**config.mk**
```make
export PLATFORM = sky130hd
export DESIGN_NAME = redundancy_ctrl
export DESIGN_NICKNAME = d
export VERILOG_FILES = /design/src/logic/safety_pkg.sv /design/src/logic/redundancy_ctrl.sv /design/src/logic/lane_merge.sv /design/src/logic/dmr_lane_fsm.sv /design/src/logic/tmr_error_filter.sv /design/src/logic/tmr_lane_fsm.sv /design/src/logic/mode_sequencer.sv
export SDC_FILE = /design/constraint.sdc
export NUM_CORES = 1
export LEC_CHECK = 0
export ABC_CLOCK_PERIOD_IN_PS = 1500
export BUFFER_PORTS_ARGS = -buffer_cell sky130_fd_sc_hd__buf_2
export CORE_ASPECT_RATIO = 0.75
export CORE_MARGIN = 2
export CORE_UTILIZATION = 39
export CTS_CLUSTER_DIAMETER = 60
export CTS_CLUSTER_SIZE = 20
export DETAILED_ROUTE_END_ITERATION = 8
export PLACE_DENSITY = 0.7
export SETUP_SLACK_MARGIN = 0.2
export SYNTH_ARGS = -nofsm -noshare
export SYNTH_HDL_FRONTEND = slang
export SYNTH_HIERARCHICAL = 1
export SYNTH_SLANG_ARGS = --single-unit
```
**constraint.sdc**
```tcl
create_clock -name clk_i -period 1.5 [get_ports clk_i]
set_input_delay 0.075 -clock clk_i [delete_from_list [all_inputs] [get_ports clk_i]]
set_output_delay 0.075 -clock clk_i [all_outputs]
set_load 0.01 [all_outputs]
```
**src/logic/safety_pkg.sv**
```systemverilog
// Safety controller shared definitions
// Hart count, configuration and mask codes, FSM state encodings
package safety_pkg;

  // The majority and mask rules assume exactly three harts
  localparam int unsigned N_HARTS = 3;

  typedef logic [N_HARTS-1:0] hart_vec_t;  // One bit per hart
  typedef logic [1:0]         safe_cfg_t;

  // Safety configuration codes
  localparam safe_cfg_t CFG_SINGLE      = 2'b00;
  localparam safe_cfg_t CFG_TMR         = 2'b01;
  localparam safe_cfg_t CFG_DMR         = 2'b10;
  localparam safe_cfg_t CFG_DMR_DELAYED = 2'b11;

  // DMR pairs, any other mask uses hart 2's comparator
  localparam hart_vec_t DMR_MASK_LOW  = 3'b011;
  localparam hart_vec_t DMR_MASK_HIGH = 3'b110;

  typedef enum logic [2:0] {
    MODE_RESET,
    MODE_BOOT,
    MODE_IDLE,
    MODE_TMR,
    MODE_DMR
  } mode_e;

  typedef enum logic [2:0] {
    TMR_RESET, TMR_IDLE, TMR_START, TMR_BOOT,
    TMR_SYNC, TMR_SYNCINTC, TMR_SWSYNC
  } tmr_state_e;

  typedef enum logic [2:0] {
    DMR_RESET, DMR_IDLE, DMR_START, DMR_BOOT,
    DMR_SYNC, DMR_STOP, DMR_INTC_RECOVERY, DMR_RECOVERY
  } dmr_state_e;

endpackage
```
**src/logic/redundancy_ctrl.sv**
```systemverilog
// Redundancy controller top
// Boots a three-hart cluster and runs it as a TMR group or a DMR pair
`timescale 1ns/100ps

module redundancy_ctrl (
  input  logic                  clk_i,
  input  logic                  rst_ni,
  input  safety_pkg::safe_cfg_t safe_cfg_i,
  input  logic                  start_i,
  input  logic                  end_sw_routine_i,
  input  safety_pkg::hart_vec_t dmr_mask_i,
  input  logic                  tmr_critical_section_i,
  input  logic                  tmr_error_i,
  input  safety_pkg::hart_vec_t dmr_error_i,
  input  safety_pkg::hart_vec_t halt_ack_i,
  input  safety_pkg::hart_vec_t hart_wfi_i,
  input  safety_pkg::hart_vec_t hart_intc_ack_i,
  output safety_pkg::hart_vec_t interrupt_halt_o,
  output safety_pkg::hart_vec_t interrupt_swresync_o,
  output safety_pkg::hart_vec_t dmr_config_o,
  output safety_pkg::hart_vec_t wfi_dmr_o,
  output logic                  single_bus_o,
  output logic                  tmr_voter_enable_o,
  output logic                  dmr_comparator_enable_o,
  output logic                  delayed_o,
  output logic                  start_boot_o,
  output logic                  dmr_rec_o,
  output logic                  en_ext_debug_req_o
);
  safety_pkg::mode_e     mode;
  logic                  seq_boot, tmr_error_q, dmr_error_sel;
  safety_pkg::hart_vec_t tmr_idle, tmr_in_sync, tmr_halt, tmr_boot, tmr_bus;
  safety_pkg::hart_vec_t dmr_idle, dmr_delayed, dmr_halt, dmr_boot, dmr_rec;

  mode_sequencer u_seq (
    .clk_i, .rst_ni, .safe_cfg_i, .start_i, .hart_wfi_i,
    .tmr_idle_i(tmr_idle), .dmr_idle_i(dmr_idle),
    .mode_o(mode), .boot_o(seq_boot), .en_ext_debug_req_o
  );

  for (genvar i = 0; i < safety_pkg::N_HARTS; i++) begin : g_tmr_lane
    tmr_lane_fsm u_lane (
      .clk_i, .rst_ni, .mode_i(mode), .start_i, .halt_ack_i(halt_ack_i[i]),
      .hart_wfi_i, .hart_intc_ack_i, .end_sw_routine_i, .tmr_error_i(tmr_error_q),
      .idle_o(tmr_idle[i]), .in_sync_o(tmr_in_sync[i]), .halt_req_o(tmr_halt[i]),
      .boot_o(tmr_boot[i]), .bus_o(tmr_bus[i]), .resync_o(interrupt_swresync_o[i])
    );
  end

  tmr_error_filter u_filter (
    .clk_i, .rst_ni, .tmr_error_i, .tmr_critical_section_i,
    .lane_in_sync_i(tmr_in_sync), .tmr_error_o(tmr_error_q)
  );

  for (genvar i = 0; i < safety_pkg::N_HARTS; i++) begin : g_dmr_lane
    dmr_lane_fsm u_lane (
      .clk_i, .rst_ni, .mode_i(mode), .start_i, .safe_cfg_i, .mask_i(dmr_mask_i[i]),
      .halt_ack_i(halt_ack_i[i]), .hart_wfi_i, .end_sw_routine_i,
      .dmr_error_i(dmr_error_sel), .idle_o(dmr_idle[i]), .active_o(dmr_config_o[i]),
      .delayed_o(dmr_delayed[i]), .halt_req_o(dmr_halt[i]), .boot_o(dmr_boot[i]),
      .rec_o(dmr_rec[i]), .wfi_dmr_o(wfi_dmr_o[i])
    );
  end

  lane_merge u_merge (
    .clk_i, .rst_ni, .safe_cfg_i, .dmr_mask_i, .dmr_error_i, .hart_wfi_i,
    .seq_boot_i(seq_boot), .tmr_halt_i(tmr_halt), .tmr_boot_i(tmr_boot),
    .tmr_bus_i(tmr_bus), .dmr_halt_i(dmr_halt), .dmr_boot_i(dmr_boot),
    .dmr_active_i(dmr_config_o), .dmr_delayed_i(dmr_delayed), .dmr_rec_i(dmr_rec),
    .dmr_error_o(dmr_error_sel), .interrupt_halt_o, .single_bus_o, .tmr_voter_enable_o,
    .dmr_comparator_enable_o, .start_boot_o, .dmr_rec_o, .delayed_o
  );

endmodule

```
**src/logic/lane_merge.sv**
```systemverilog
// Lane output merge
// DMR error select, delayed-lockstep flag and cluster-level ORing of lanes
`timescale 1ns/100ps

module lane_merge (
  input  logic                  clk_i,
  input  logic                  rst_ni,
  input  safety_pkg::safe_cfg_t safe_cfg_i,
  input  safety_pkg::hart_vec_t dmr_mask_i,
  input  safety_pkg::hart_vec_t dmr_error_i,
  input  safety_pkg::hart_vec_t hart_wfi_i,
  input  logic                  seq_boot_i,
  input  safety_pkg::hart_vec_t tmr_halt_i,
  input  safety_pkg::hart_vec_t tmr_boot_i,
  input  safety_pkg::hart_vec_t tmr_bus_i,
  input  safety_pkg::hart_vec_t dmr_halt_i,
  input  safety_pkg::hart_vec_t dmr_boot_i,
  input  safety_pkg::hart_vec_t dmr_active_i,
  input  safety_pkg::hart_vec_t dmr_delayed_i,
  input  safety_pkg::hart_vec_t dmr_rec_i,
  output logic                  dmr_error_o,
  output safety_pkg::hart_vec_t interrupt_halt_o,
  output logic                  single_bus_o,
  output logic                  tmr_voter_enable_o,
  output logic                  dmr_comparator_enable_o,
  output logic                  start_boot_o,
  output logic                  dmr_rec_o,
  output logic                  delayed_o
);
  logic delay_q;
  logic delay_clr;

  // Comparator error of the active pair
  always_comb begin
    if (dmr_mask_i == safety_pkg::DMR_MASK_LOW) begin
      dmr_error_o = dmr_error_i[0];
    end else if (dmr_mask_i == safety_pkg::DMR_MASK_HIGH) begin
      dmr_error_o = dmr_error_i[1];
    end else begin
      dmr_error_o = dmr_error_i[2];
    end
  end

  // Delayed lockstep stays on until the cluster is parked in single config
  assign delay_clr = &hart_wfi_i && (safe_cfg_i == safety_pkg::CFG_SINGLE);

  always_ff @(posedge clk_i or negedge rst_ni) begin
    if (!rst_ni) begin
      delay_q <= 1'b0;
    end else if (delay_clr) begin
      delay_q <= 1'b0;
    end else if (|dmr_delayed_i) begin
      delay_q <= 1'b1;
    end
  end

  assign delayed_o               = delay_q | (|dmr_delayed_i);
  assign interrupt_halt_o        = tmr_halt_i | dmr_halt_i;
  assign single_bus_o            = (|tmr_bus_i) | (|dmr_active_i) | seq_boot_i;
  assign tmr_voter_enable_o      = (|tmr_bus_i) | seq_boot_i;  // Voter also covers boot
  assign dmr_comparator_enable_o = |dmr_active_i;
  assign start_boot_o            = (|tmr_boot_i) | (|dmr_boot_i);
  assign dmr_rec_o               = |dmr_rec_i;

endmodule

```
**src/logic/dmr_lane_fsm.sv**
```systemverilog
// DMR lane sequencer for one hart
// Masked start, lockstep run, stop on compare error and halt-based recovery
`timescale 1ns/100ps

module dmr_lane_fsm (
  input  logic                  clk_i,
  input  logic                  rst_ni,
  input  safety_pkg::mode_e     mode_i,
  input  logic                  start_i,
  input  safety_pkg::safe_cfg_t safe_cfg_i,
  input  logic                  mask_i,
  input  logic                  halt_ack_i,
  input  safety_pkg::hart_vec_t hart_wfi_i,
  input  logic                  end_sw_routine_i,
  input  logic                  dmr_error_i,
  output logic                  idle_o,
  output logic                  active_o,
  output logic                  delayed_o,
  output logic                  halt_req_o,
  output logic                  boot_o,
  output logic                  rec_o,
  output logic                  wfi_dmr_o
);
  safety_pkg::dmr_state_e state_q, state_d;
  logic                   running;

  always_ff @(posedge clk_i or negedge rst_ni) begin
    if (!rst_ni) begin
      state_q <= safety_pkg::DMR_RESET;
    end else begin
      state_q <= state_d;
    end
  end

  //////////////////////////////////////////////////////////////////////////
  // Next state
  //////////////////////////////////////////////////////////////////////////
  always_comb begin
    state_d = state_q;
    unique case (state_q)
      safety_pkg::DMR_RESET: state_d = safety_pkg::DMR_IDLE;
      safety_pkg::DMR_IDLE: begin
        // Only harts in the pair take part
        if (mode_i == safety_pkg::MODE_DMR && start_i && mask_i) begin
          state_d = safety_pkg::DMR_START;
        end
      end
      safety_pkg::DMR_START: begin
        if (halt_ack_i) state_d = safety_pkg::DMR_BOOT;
      end
      safety_pkg::DMR_BOOT: begin
        if (!halt_ack_i) state_d = safety_pkg::DMR_SYNC;
      end
      safety_pkg::DMR_SYNC: begin
        if (&hart_wfi_i && end_sw_routine_i) begin
          state_d = safety_pkg::DMR_IDLE;
        end else if (dmr_error_i) begin
          state_d = safety_pkg::DMR_STOP;  // Comparator mismatch
        end
      end
      safety_pkg::DMR_STOP: begin
        if (&hart_wfi_i) state_d = safety_pkg::DMR_INTC_RECOVERY;
      end
      // Recovery reuses the halt exchange
      safety_pkg::DMR_INTC_RECOVERY: begin
        if (halt_ack_i) state_d = safety_pkg::DMR_RECOVERY;
      end
      safety_pkg::DMR_RECOVERY: begin
        if (!halt_ack_i) state_d = safety_pkg::DMR_SYNC;
      end
      default: state_d = safety_pkg::DMR_IDLE;
    endcase
  end

  // Everything past idle except the error stop
  assign running = active_o && (state_q != safety_pkg::DMR_STOP);

  assign idle_o     = (state_q == safety_pkg::DMR_IDLE);
  assign active_o   = !(state_q == safety_pkg::DMR_IDLE || state_q == safety_pkg::DMR_RESET);
  assign delayed_o  = running && (safe_cfg_i == safety_pkg::CFG_DMR_DELAYED);
  assign halt_req_o = (state_q == safety_pkg::DMR_START) ||
                      (state_q == safety_pkg::DMR_INTC_RECOVERY);
  assign boot_o     = (state_q == safety_pkg::DMR_START) || (state_q == safety_pkg::DMR_BOOT);
  assign rec_o      = (state_q == safety_pkg::DMR_INTC_RECOVERY) ||
                      (state_q == safety_pkg::DMR_RECOVERY);
  assign wfi_dmr_o  = (state_q == safety_pkg::DMR_STOP);  // Park the pair in wfi

endmodule

```
**src/logic/tmr_error_filter.sv**
```systemverilog
// TMR voter error filter
// Inside a critical section only a second error is passed on
`timescale 1ns/100ps

module tmr_error_filter (
  input  logic                  clk_i,
  input  logic                  rst_ni,
  input  logic                  tmr_error_i,
  input  logic                  tmr_critical_section_i,
  input  safety_pkg::hart_vec_t lane_in_sync_i,
  output logic                  tmr_error_o
);
  logic err_prev_q;
  logic pending_q;  // An error was seen and not yet serviced
  logic err_rise;

  assign err_rise = tmr_error_i & ~err_prev_q;

  always_ff @(posedge clk_i or negedge rst_ni) begin
    if (!rst_ni) begin
      err_prev_q <= 1'b0;
      pending_q  <= 1'b0;
    end else begin
      err_prev_q <= tmr_error_i;
      if (|lane_in_sync_i && err_rise) begin
        pending_q <= ~pending_q;
      end else if (!(&lane_in_sync_i)) begin
        pending_q <= 1'b0;  // Lanes left sync, resync under way
      end
    end
  end

  assign tmr_error_o = tmr_critical_section_i ? (err_rise & pending_q)
                                              : (tmr_error_i | pending_q);

endmodule

```
**src/logic/tmr_lane_fsm.sv**
```systemverilog
// TMR lane sequencer for one hart
// Halt/boot handshake, synchronous run and software resync on voter error
`timescale 1ns/100ps

module tmr_lane_fsm (
  input  logic                  clk_i,
  input  logic                  rst_ni,
  input  safety_pkg::mode_e     mode_i,
  input  logic                  start_i,
  input  logic                  halt_ack_i,
  input  safety_pkg::hart_vec_t hart_wfi_i,
  input  safety_pkg::hart_vec_t hart_intc_ack_i,
  input  logic                  end_sw_routine_i,
  input  logic                  tmr_error_i,
  output logic                  idle_o,
  output logic                  in_sync_o,
  output logic                  halt_req_o,
  output logic                  boot_o,
  output logic                  bus_o,
  output logic                  resync_o
);
  safety_pkg::tmr_state_e state_q, state_d;

  always_ff @(posedge clk_i or negedge rst_ni) begin
    if (!rst_ni) begin
      state_q <= safety_pkg::TMR_RESET;
    end else begin
      state_q <= state_d;
    end
  end

  //////////////////////////////////////////////////////////////////////////
  // Next state
  //////////////////////////////////////////////////////////////////////////
  always_comb begin
    state_d = state_q;
    unique case (state_q)
      safety_pkg::TMR_RESET: state_d = safety_pkg::TMR_IDLE;
      safety_pkg::TMR_IDLE: begin
        if (mode_i == safety_pkg::MODE_TMR && start_i) state_d = safety_pkg::TMR_START;
      end
      safety_pkg::TMR_START: begin
        if (halt_ack_i) state_d = safety_pkg::TMR_BOOT;
      end
      safety_pkg::TMR_BOOT: begin
        if (!halt_ack_i) state_d = safety_pkg::TMR_SYNC;  // Hart released from halt
      end
      safety_pkg::TMR_SYNC: begin
        if (&hart_wfi_i && end_sw_routine_i) begin
          state_d = safety_pkg::TMR_IDLE;
        end else if (tmr_error_i) begin
          state_d = safety_pkg::TMR_SYNCINTC;
        end
      end
      // Software resync, all harts must ack then release
      safety_pkg::TMR_SYNCINTC: begin
        if (&hart_intc_ack_i) state_d = safety_pkg::TMR_SWSYNC;
      end
      safety_pkg::TMR_SWSYNC: begin
        if (~|hart_intc_ack_i) state_d = safety_pkg::TMR_SYNC;
      end
      default: state_d = safety_pkg::TMR_IDLE;
    endcase
  end

  // Moore outputs
  assign idle_o     = (state_q == safety_pkg::TMR_IDLE);
  assign in_sync_o  = (state_q == safety_pkg::TMR_SYNC);
  assign halt_req_o = (state_q == safety_pkg::TMR_START);
  assign boot_o     = (state_q == safety_pkg::TMR_START) || (state_q == safety_pkg::TMR_BOOT);
  assign bus_o      = !(state_q == safety_pkg::TMR_IDLE || state_q == safety_pkg::TMR_RESET);
  assign resync_o   = (state_q == safety_pkg::TMR_SYNCINTC) ||
                      (state_q == safety_pkg::TMR_SWSYNC);

endmodule

```
**src/logic/mode_sequencer.sv**
```systemverilog
// General mode sequencer
// Steps the cluster through reset, boot and idle, then into TMR or DMR
`timescale 1ns/100ps

module mode_sequencer (
  input  logic                  clk_i,
  input  logic                  rst_ni,
  input  safety_pkg::safe_cfg_t safe_cfg_i,
  input  logic                  start_i,
  input  safety_pkg::hart_vec_t hart_wfi_i,
  input  safety_pkg::hart_vec_t tmr_idle_i,
  input  safety_pkg::hart_vec_t dmr_idle_i,
  output safety_pkg::mode_e     mode_o,
  output logic                  boot_o,
  output logic                  en_ext_debug_req_o
);
  safety_pkg::mode_e state_q, state_d;

  always_ff @(posedge clk_i or negedge rst_ni) begin
    if (!rst_ni) begin
      state_q <= safety_pkg::MODE_RESET;
    end else begin
      state_q <= state_d;
    end
  end

  always_comb begin
    state_d = state_q;
    unique case (state_q)
      safety_pkg::MODE_RESET: state_d = safety_pkg::MODE_BOOT;
      safety_pkg::MODE_BOOT: begin
        if (&hart_wfi_i) state_d = safety_pkg::MODE_IDLE;  // Boot code parked
      end
      safety_pkg::MODE_IDLE: begin
        if (start_i) begin
          if (safe_cfg_i == safety_pkg::CFG_TMR) begin
            state_d = safety_pkg::MODE_TMR;
          end else if (safe_cfg_i == safety_pkg::CFG_DMR ||
                       safe_cfg_i == safety_pkg::CFG_DMR_DELAYED) begin
            state_d = safety_pkg::MODE_DMR;
          end
          // Single config stays here
        end
      end
      safety_pkg::MODE_TMR: begin
        if (!start_i && &tmr_idle_i) state_d = safety_pkg::MODE_IDLE;
      end
      safety_pkg::MODE_DMR: begin
        if (!start_i && &dmr_idle_i) state_d = safety_pkg::MODE_IDLE;
      end
      default: state_d = safety_pkg::MODE_IDLE;
    endcase
  end

  assign mode_o             = state_q;
  assign boot_o             = (state_q == safety_pkg::MODE_BOOT);
  assign en_ext_debug_req_o = (state_q == safety_pkg::MODE_IDLE);  // Debug only when parked

endmodule

```
; Word level (Yosys, flattened, before mapping)
; Cells that the tools add are included.
; Widths: inputs -> output; s select.
[word_totals]
elab_cells = 231
reg_bits = 24
out_inout_bits = 19
input_bits = 23
[classes]
n_mux = 40
n_reduce_logical = 77
bitwise = 11
n_eq_ne = 93
[ops]
columns = operator, count
row1 = $mux 3, 26
row2 = $eq 3x3->1 const B, 23
row3 = $ne 2x2->1 const B, 33
row4 = $pmux 3 s7, 3
row5 = $pmux 3 s6, 3
row6 = $eq 3x2->1 const B, 15
row7 = $reduce_and 6->1, 6
row8 = $reduce_or 3->1, 8
row9 = $logic_or 1x1->1, 22
row10 = $eq 3x1->1 const B, 7
row11 = $logic_not 3->1, 7
row12 = $logic_and 1x1->1, 16
row13 = $ne 3x3->1 const B, 5
row14 = $pmux 3 s5, 1
row15 = $reduce_and 3->1, 5
row16 = $ne 3x2->1 const B, 3
row17 = $logic_not 1->1, 7
row18 = $mux 1, 7
row19 = $ne 3x1->1 const B, 2
row20 = $or 1x1->1, 6
row21 = $reduce_or 2->1, 3
row22 = $reduce_and 5->1, 1
row23 = $eq 2x2->1 const B, 2
row24 = $ne 2x1->1 const B, 2
row25 = other kinds (6), 8

; Longest topological paths before layout
[logic_depth]
depth_word = 8
ltp_mapped = 6
mapped_depth_nobuf = 6

; Modules after synthesis
; The synthesis kept the hierarchy.
[modules_own_cells]
columns = mod, n_inst, area_each_um2, cells_per_inst, seq_area_each_um2
row1 = tmr_lane_fsm, 3, 324.1, 37, 75.1
row2 = dmr_lane_fsm, 3, 227.7, 26, 75.1
row3 = mode_sequencer, 1, 212.7, 21, 75.1
row4 = lane_merge, 1, 152.6, 21, 25.0
row5 = tmr_error_filter, 1, 102.6, 11, 50.0

; Worst setup path before layout
; No wires, ideal clock.
[synth_path]
path_kind = flip-flop to output port
from = reg g_tmr_lane[1].u_lane.state_q[2]
to = out single_bus_o
arrival_time_ps = 1658
n_path_buf = 1
slack_ps = -233
required_time_ps = 1425
path_stages_with_launch = 5
cell_sequence = dfrtp_1 -> buf_6 -> or2_2 -> or4_4 -> or2_1
[synth_between]
elab_chain_cells = 6
word_cells_on_any_way = 7
classes_between = eq/ne (1) / bitwise (2) / reduce/logical (4)
[synth_lines]
columns = element, line
row1 = from (decl), tmr_lane_fsm.sv:22  ; safety_pkg::tmr_state_e state_q, state_d;
row2 = from (signal assigned), tmr_lane_fsm.sv:26  ; state_q <= safety_pkg::TMR_RESET;
row3 = from (signal assigned), tmr_lane_fsm.sv:28  ; state_q <= state_d;
row4 = $eq 3x1->1 / $logic_not 3->1 (equally long branches), tmr_lane_fsm.sv:71  ; assign bus_o = !(state_q == safety_pkg::TMR_IDLE || state_q == safety_pkg::TMR_RESET);
row5 = $logic_or 1x1->1 *, tmr_lane_fsm.sv:71
row6 = $logic_not 1->1 *, tmr_lane_fsm.sv:71
row7 = net tmr_bus[1], redundancy_ctrl.sv:32  ; safety_pkg::hart_vec_t tmr_idle, tmr_in_sync, tmr_halt, tmr_boot, tmr_bus;
row8 = $reduce_or 3->1 *, lane_merge.sv:59  ; assign single_bus_o = (|tmr_bus_i) | (|dmr_active_i) | seq_boot_i;
row9 = $or 1x1->1 * (2 in series), lane_merge.sv:59
row10 = to (decl), redundancy_ctrl.sv:22  ; output logic single_bus_o,
; The timed path passes the listed nets; every way through them passes the cells marked *.

; Worst setup path in the final report
[layout_path]
from = reg g_tmr_lane[0].u_lane.state_q[1]
to = out single_bus_o
[layout_between]
elab_chain_cells = 6
word_cells_on_any_way = 7
classes_between = eq/ne (1) / bitwise (2) / reduce/logical (4)
[layout_lines]
columns = element, line
row1 = from (decl), tmr_lane_fsm.sv:22
row2 = from (signal assigned), tmr_lane_fsm.sv:26
row3 = from (signal assigned), tmr_lane_fsm.sv:28
row4 = $eq 3x1->1 / $logic_not 3->1 (equally long branches), tmr_lane_fsm.sv:71
row5 = $logic_or 1x1->1 *, tmr_lane_fsm.sv:71
row6 = $logic_not 1->1 *, tmr_lane_fsm.sv:71
row7 = net tmr_bus[0], redundancy_ctrl.sv:32
row8 = $reduce_or 3->1 *, lane_merge.sv:59
row9 = $or 1x1->1 * (2 in series), lane_merge.sv:59
; Marked as above.

==> qor.yml <==
finish:
  drive_gt1_share_pct: 58.4
  nFillCells: 389
  antennaDiodeCount: 0
  final_cells: 428
  final_core_util_pct: 66.8
  area_delta_synth_final_pct: 66.7
  nets: 377
critical_path:
  cp_slowest_cell: "or4_4"
  r2r_cells: 6
  critPathCaptureType: "output port"
  rr_startpoint: "g_tmr_lane[2].u_lane/state_q[2]$_DFFE_PN0P_"
  path_class: "register to output port"
  critPathMaxFanout: 2
  path_delay_family: "simple AND/OR/NAND/NOR gates"
  cp.buffers_inverters: 1
  path_cells: "or2_4 > or4_4 > or2_4 > buf_6"
  cp_common_cell: "or2_4"
  worstPathRequired_ps: 1420
  arrival_ps: 1850
  start_kind: "register"
  r2r-end: "g_tmr_lane[2].u_lane/state_q[0]$_DFFE_PN0P_"
  slowest_delay_ps: 530
  ff2ff_setup_slack_ps: -170
worst_hold_path:
  hold_start: "dmr_mask_i[2]"
  whs_path_depth: 3
  hold_class: "primary input to register"
  holdPathEnd: "g_dmr_lane[2].u_lane/state_q[1]$_DFFE_PN0P_"
place:
  place_ws_ps: -135
  gp_congestion: 0.839
  place_inst: 390
  portBuffers: 41
  hpwl_microns: 4530
synthesis:
  synthTopCellsByCount: "dfrtp_1 (24), nor2_1 (18), inv_1 (15)"
  yosys_warnings: 6
  synth_top_area_share_pct: 28.3
  syn_area_sq_um: 2120
  ys_types: 52
  ys_async_sr_fraction_pct: 100
  synthesis.instances: 242
  syn_nets: 265
  avgSynthCellArea_sq_um: 8.77
  ys_seq_area_share_pct: 28.3
  synth-adder-area-share_pct: 0
  synth.area.top_cells: "dfrtp_1 (28%), nor2_1 (3.2%), buf_6 (3.2%)"
  synth_most_common_cell: "dfrtp_1"
  yosys.area_share.simple_pct: 43.9
  synth_edf_count: 0
  synth_compound_area_share_pct: 18.1
  synth_mux_area_share_pct: 0
  synth_top_family_by_area: "simple AND/OR/NAND/NOR gates"
  ys_seq_elements: 24
  synth_top_cell_by_area: "dfrtp_1"
  synth_top_flop_cell: "dfrtp_1"
  synth_xor_area_share_pct: 1.24
clock_tree:
  clock_path_buffers: 2
  numCtsBuffers: 3
  clk_pin_slew_ps: 90
  htreeDepth: 1
  root_buffer: "clkbuf_8"
  clkLatencyLatePin_ps: 270
  cts.sinks: 24
  cts_tree: "done"
sta:
  min_period_ps: 1930
  slew-limit-headroom_pct: 60.9
  skew_ps: 1.57
  rsz0062_at_grt: "yes"
  slew_violations: 0
  max_freq_mhz: 519
  post-route-period-util_pct: 128
  final-setup-viol-count: 20
  worst_pin_slew_ps: 587
  setup_tns_ps: -2690
  setup_slack_ps: -426
  whs_ps: 93.6
  hold_viol: 0
route:
  ant_nets: 0
  viasPerCell: 5.88
  num_vias: 2516
  dr.pass1.iters: 5
  first_iter_violations: 323
  finalWirelength_microns: 8120
  drc: 0
  wire_per_inst_microns: 19.0
global_routing:
  antenna_found_initial: 0
  grt_usage_pct: 22.4
  grt_pass1_wl_microns: 10500
  grt_max_degree: 25
  grt_overflow_total: 0
  grt_pass1_vias: 2178
run_status:
  status: "finished with violations"
  violations: "setup timing"
die:
  die_y_microns: 67.9
  fp-row-count: 23
  die_w_microns: 89.2
  ios: 42
  dieArea_sq_um: 6060
  start_util_pct: 40.1
  coreArea_sq_um: 5300
power_and_ir_drop:
  peakVddDrop_mv: 0.719
  leakagePower_nw: 1.67
  power_density_nw_per_um2: 1910
flow_run:
  cap_violations: 0
-- metal layers --
layer | GRT usage (%) | up-vias | part of all wire, %
li1 | - | 1127 | -
met1 | 30.2 | 1239 | 42
met2 | 38.4 | 125 | 50
met3 | 4.10 | 25 | 5.9
met4 | 2.99 | 0 | 2.6
met5 | 0 | - | 0
-- how the worst max path moves through the flow --
| stage | slack (ps) | startpoint | depth (start not counted) | endpoint |
|---|---|---|---|---|
| floorplan | -150 | g_tmr_lane[0].u_lane/state_q[2]$_DFFE_PN0P_ | 4 | single_bus_o |
| global placement | -80 | g_tmr_lane[0].u_lane/state_q[1]$_DFFE_PN0P_ | 4 | single_bus_o |
| detailed placement | -130 | g_tmr_lane[0].u_lane/state_q[2]$_DFFE_PN0P_ | 5 | g_tmr_lane[0].u_lane/state_q[1]$_DFFE_PN0P_ |
| CTS | -370 | g_tmr_lane[1].u_lane/state_q[2]$_DFFE_PN0P_ | 4 | single_bus_o |
| global route | -430 | g_tmr_lane[0].u_lane/state_q[1]$_DFFE_PN0P_ | 4 | single_bus_o |
| finish | -430 | g_tmr_lane[0].u_lane/state_q[1]$_DFFE_PN0P_ | 4 | single_bus_o |
-- power breakdown --
part           internal, mW  switching, mW  leakage, nW
Sequential            0.882          0.189        0.288
Clock                 0.357          0.224       0.0357
Combinational          2.73           2.39         1.35
Total                  3.96           2.81         1.67
-- cells in the final DEF, fill, tap and decap left out, types with 4 or more instances in the layout --
master    synthesis  final
inv_1            15     10
buf_4             0     42
and3_4            0      4
nor2_1           18     15
nor3_1           10      6
a21oi_1           8      7
nand4_1           9      9
nand2_1           4      4
nand3_2           0      4
nand3_1          13      7
buf_2             3     34
or2_4             0      8
and2_1            7      5
nor2b_4           3      5
or4_4             1      5
nor2b_1          10      8
nor3_2            0      4
o21ai_0          10      8
buf_6             6     37
nand4b_1          5      5
a31oi_1           4      4
dfrtp_1          24     22
-- cell type report --
| class | count | area [sq um] | share of cell area, % |
|---|---|---|---|
| well taps | 75 | 93.8 | 2.65 |
| clock buffers | 3 | 41.3 | 1.17 |
| clock inverters | 1 | 30.0 | 0.848 |
| flip-flops and latches | 24 | 603 | 17.0 |
| inverters | 15 | 72.6 | 2.05 |
| repair buffers | 119 | 997 | 28.2 |
| multi-input cells | 191 | 1700 | 48.1 |
-- sequential cells by signal, indices dropped and copies added (netlist names) --
name and count:
g_dmr_lane.u_lane/state_q 9, g_tmr_lane.u_lane/state_q 9, u_filter/err_prev_q 1, u_filter/pending_q 1
u_merge/delay_q 1, u_seq/mode_o 3
-- tightest hold or removal path, stage by stage --
cell and delay, ps:
buf_2 140, nand3_4 70, nand3_2 50
-- logic make-up after synthesis --
logic type      after synthesis
flops                        24
compound gates               51
xor+xnor                      3
simple gates                137
buf+inv                      27
-- per-stage QoR --
stage	power (mW)	area, sq um
final	6.77	3540
after global routing	7.10	3540
after CTS	5.78	3150
after detailed placement	4.34	2650
after global placement	4.27	2650
after floorplan	3.18	2150
-- timing repair --
action | in CTS | in global routing
gates cloned | 0 | 1
resized for setup | 68 | 46
hold buffers | 2 | 0
setup endpoints to repair | 31 | 33
pin swaps | 18 | 22
setup buffers | 12 | 19
hold endpoints to repair | 25 | 0
Power figures use the tool's default switching activity.
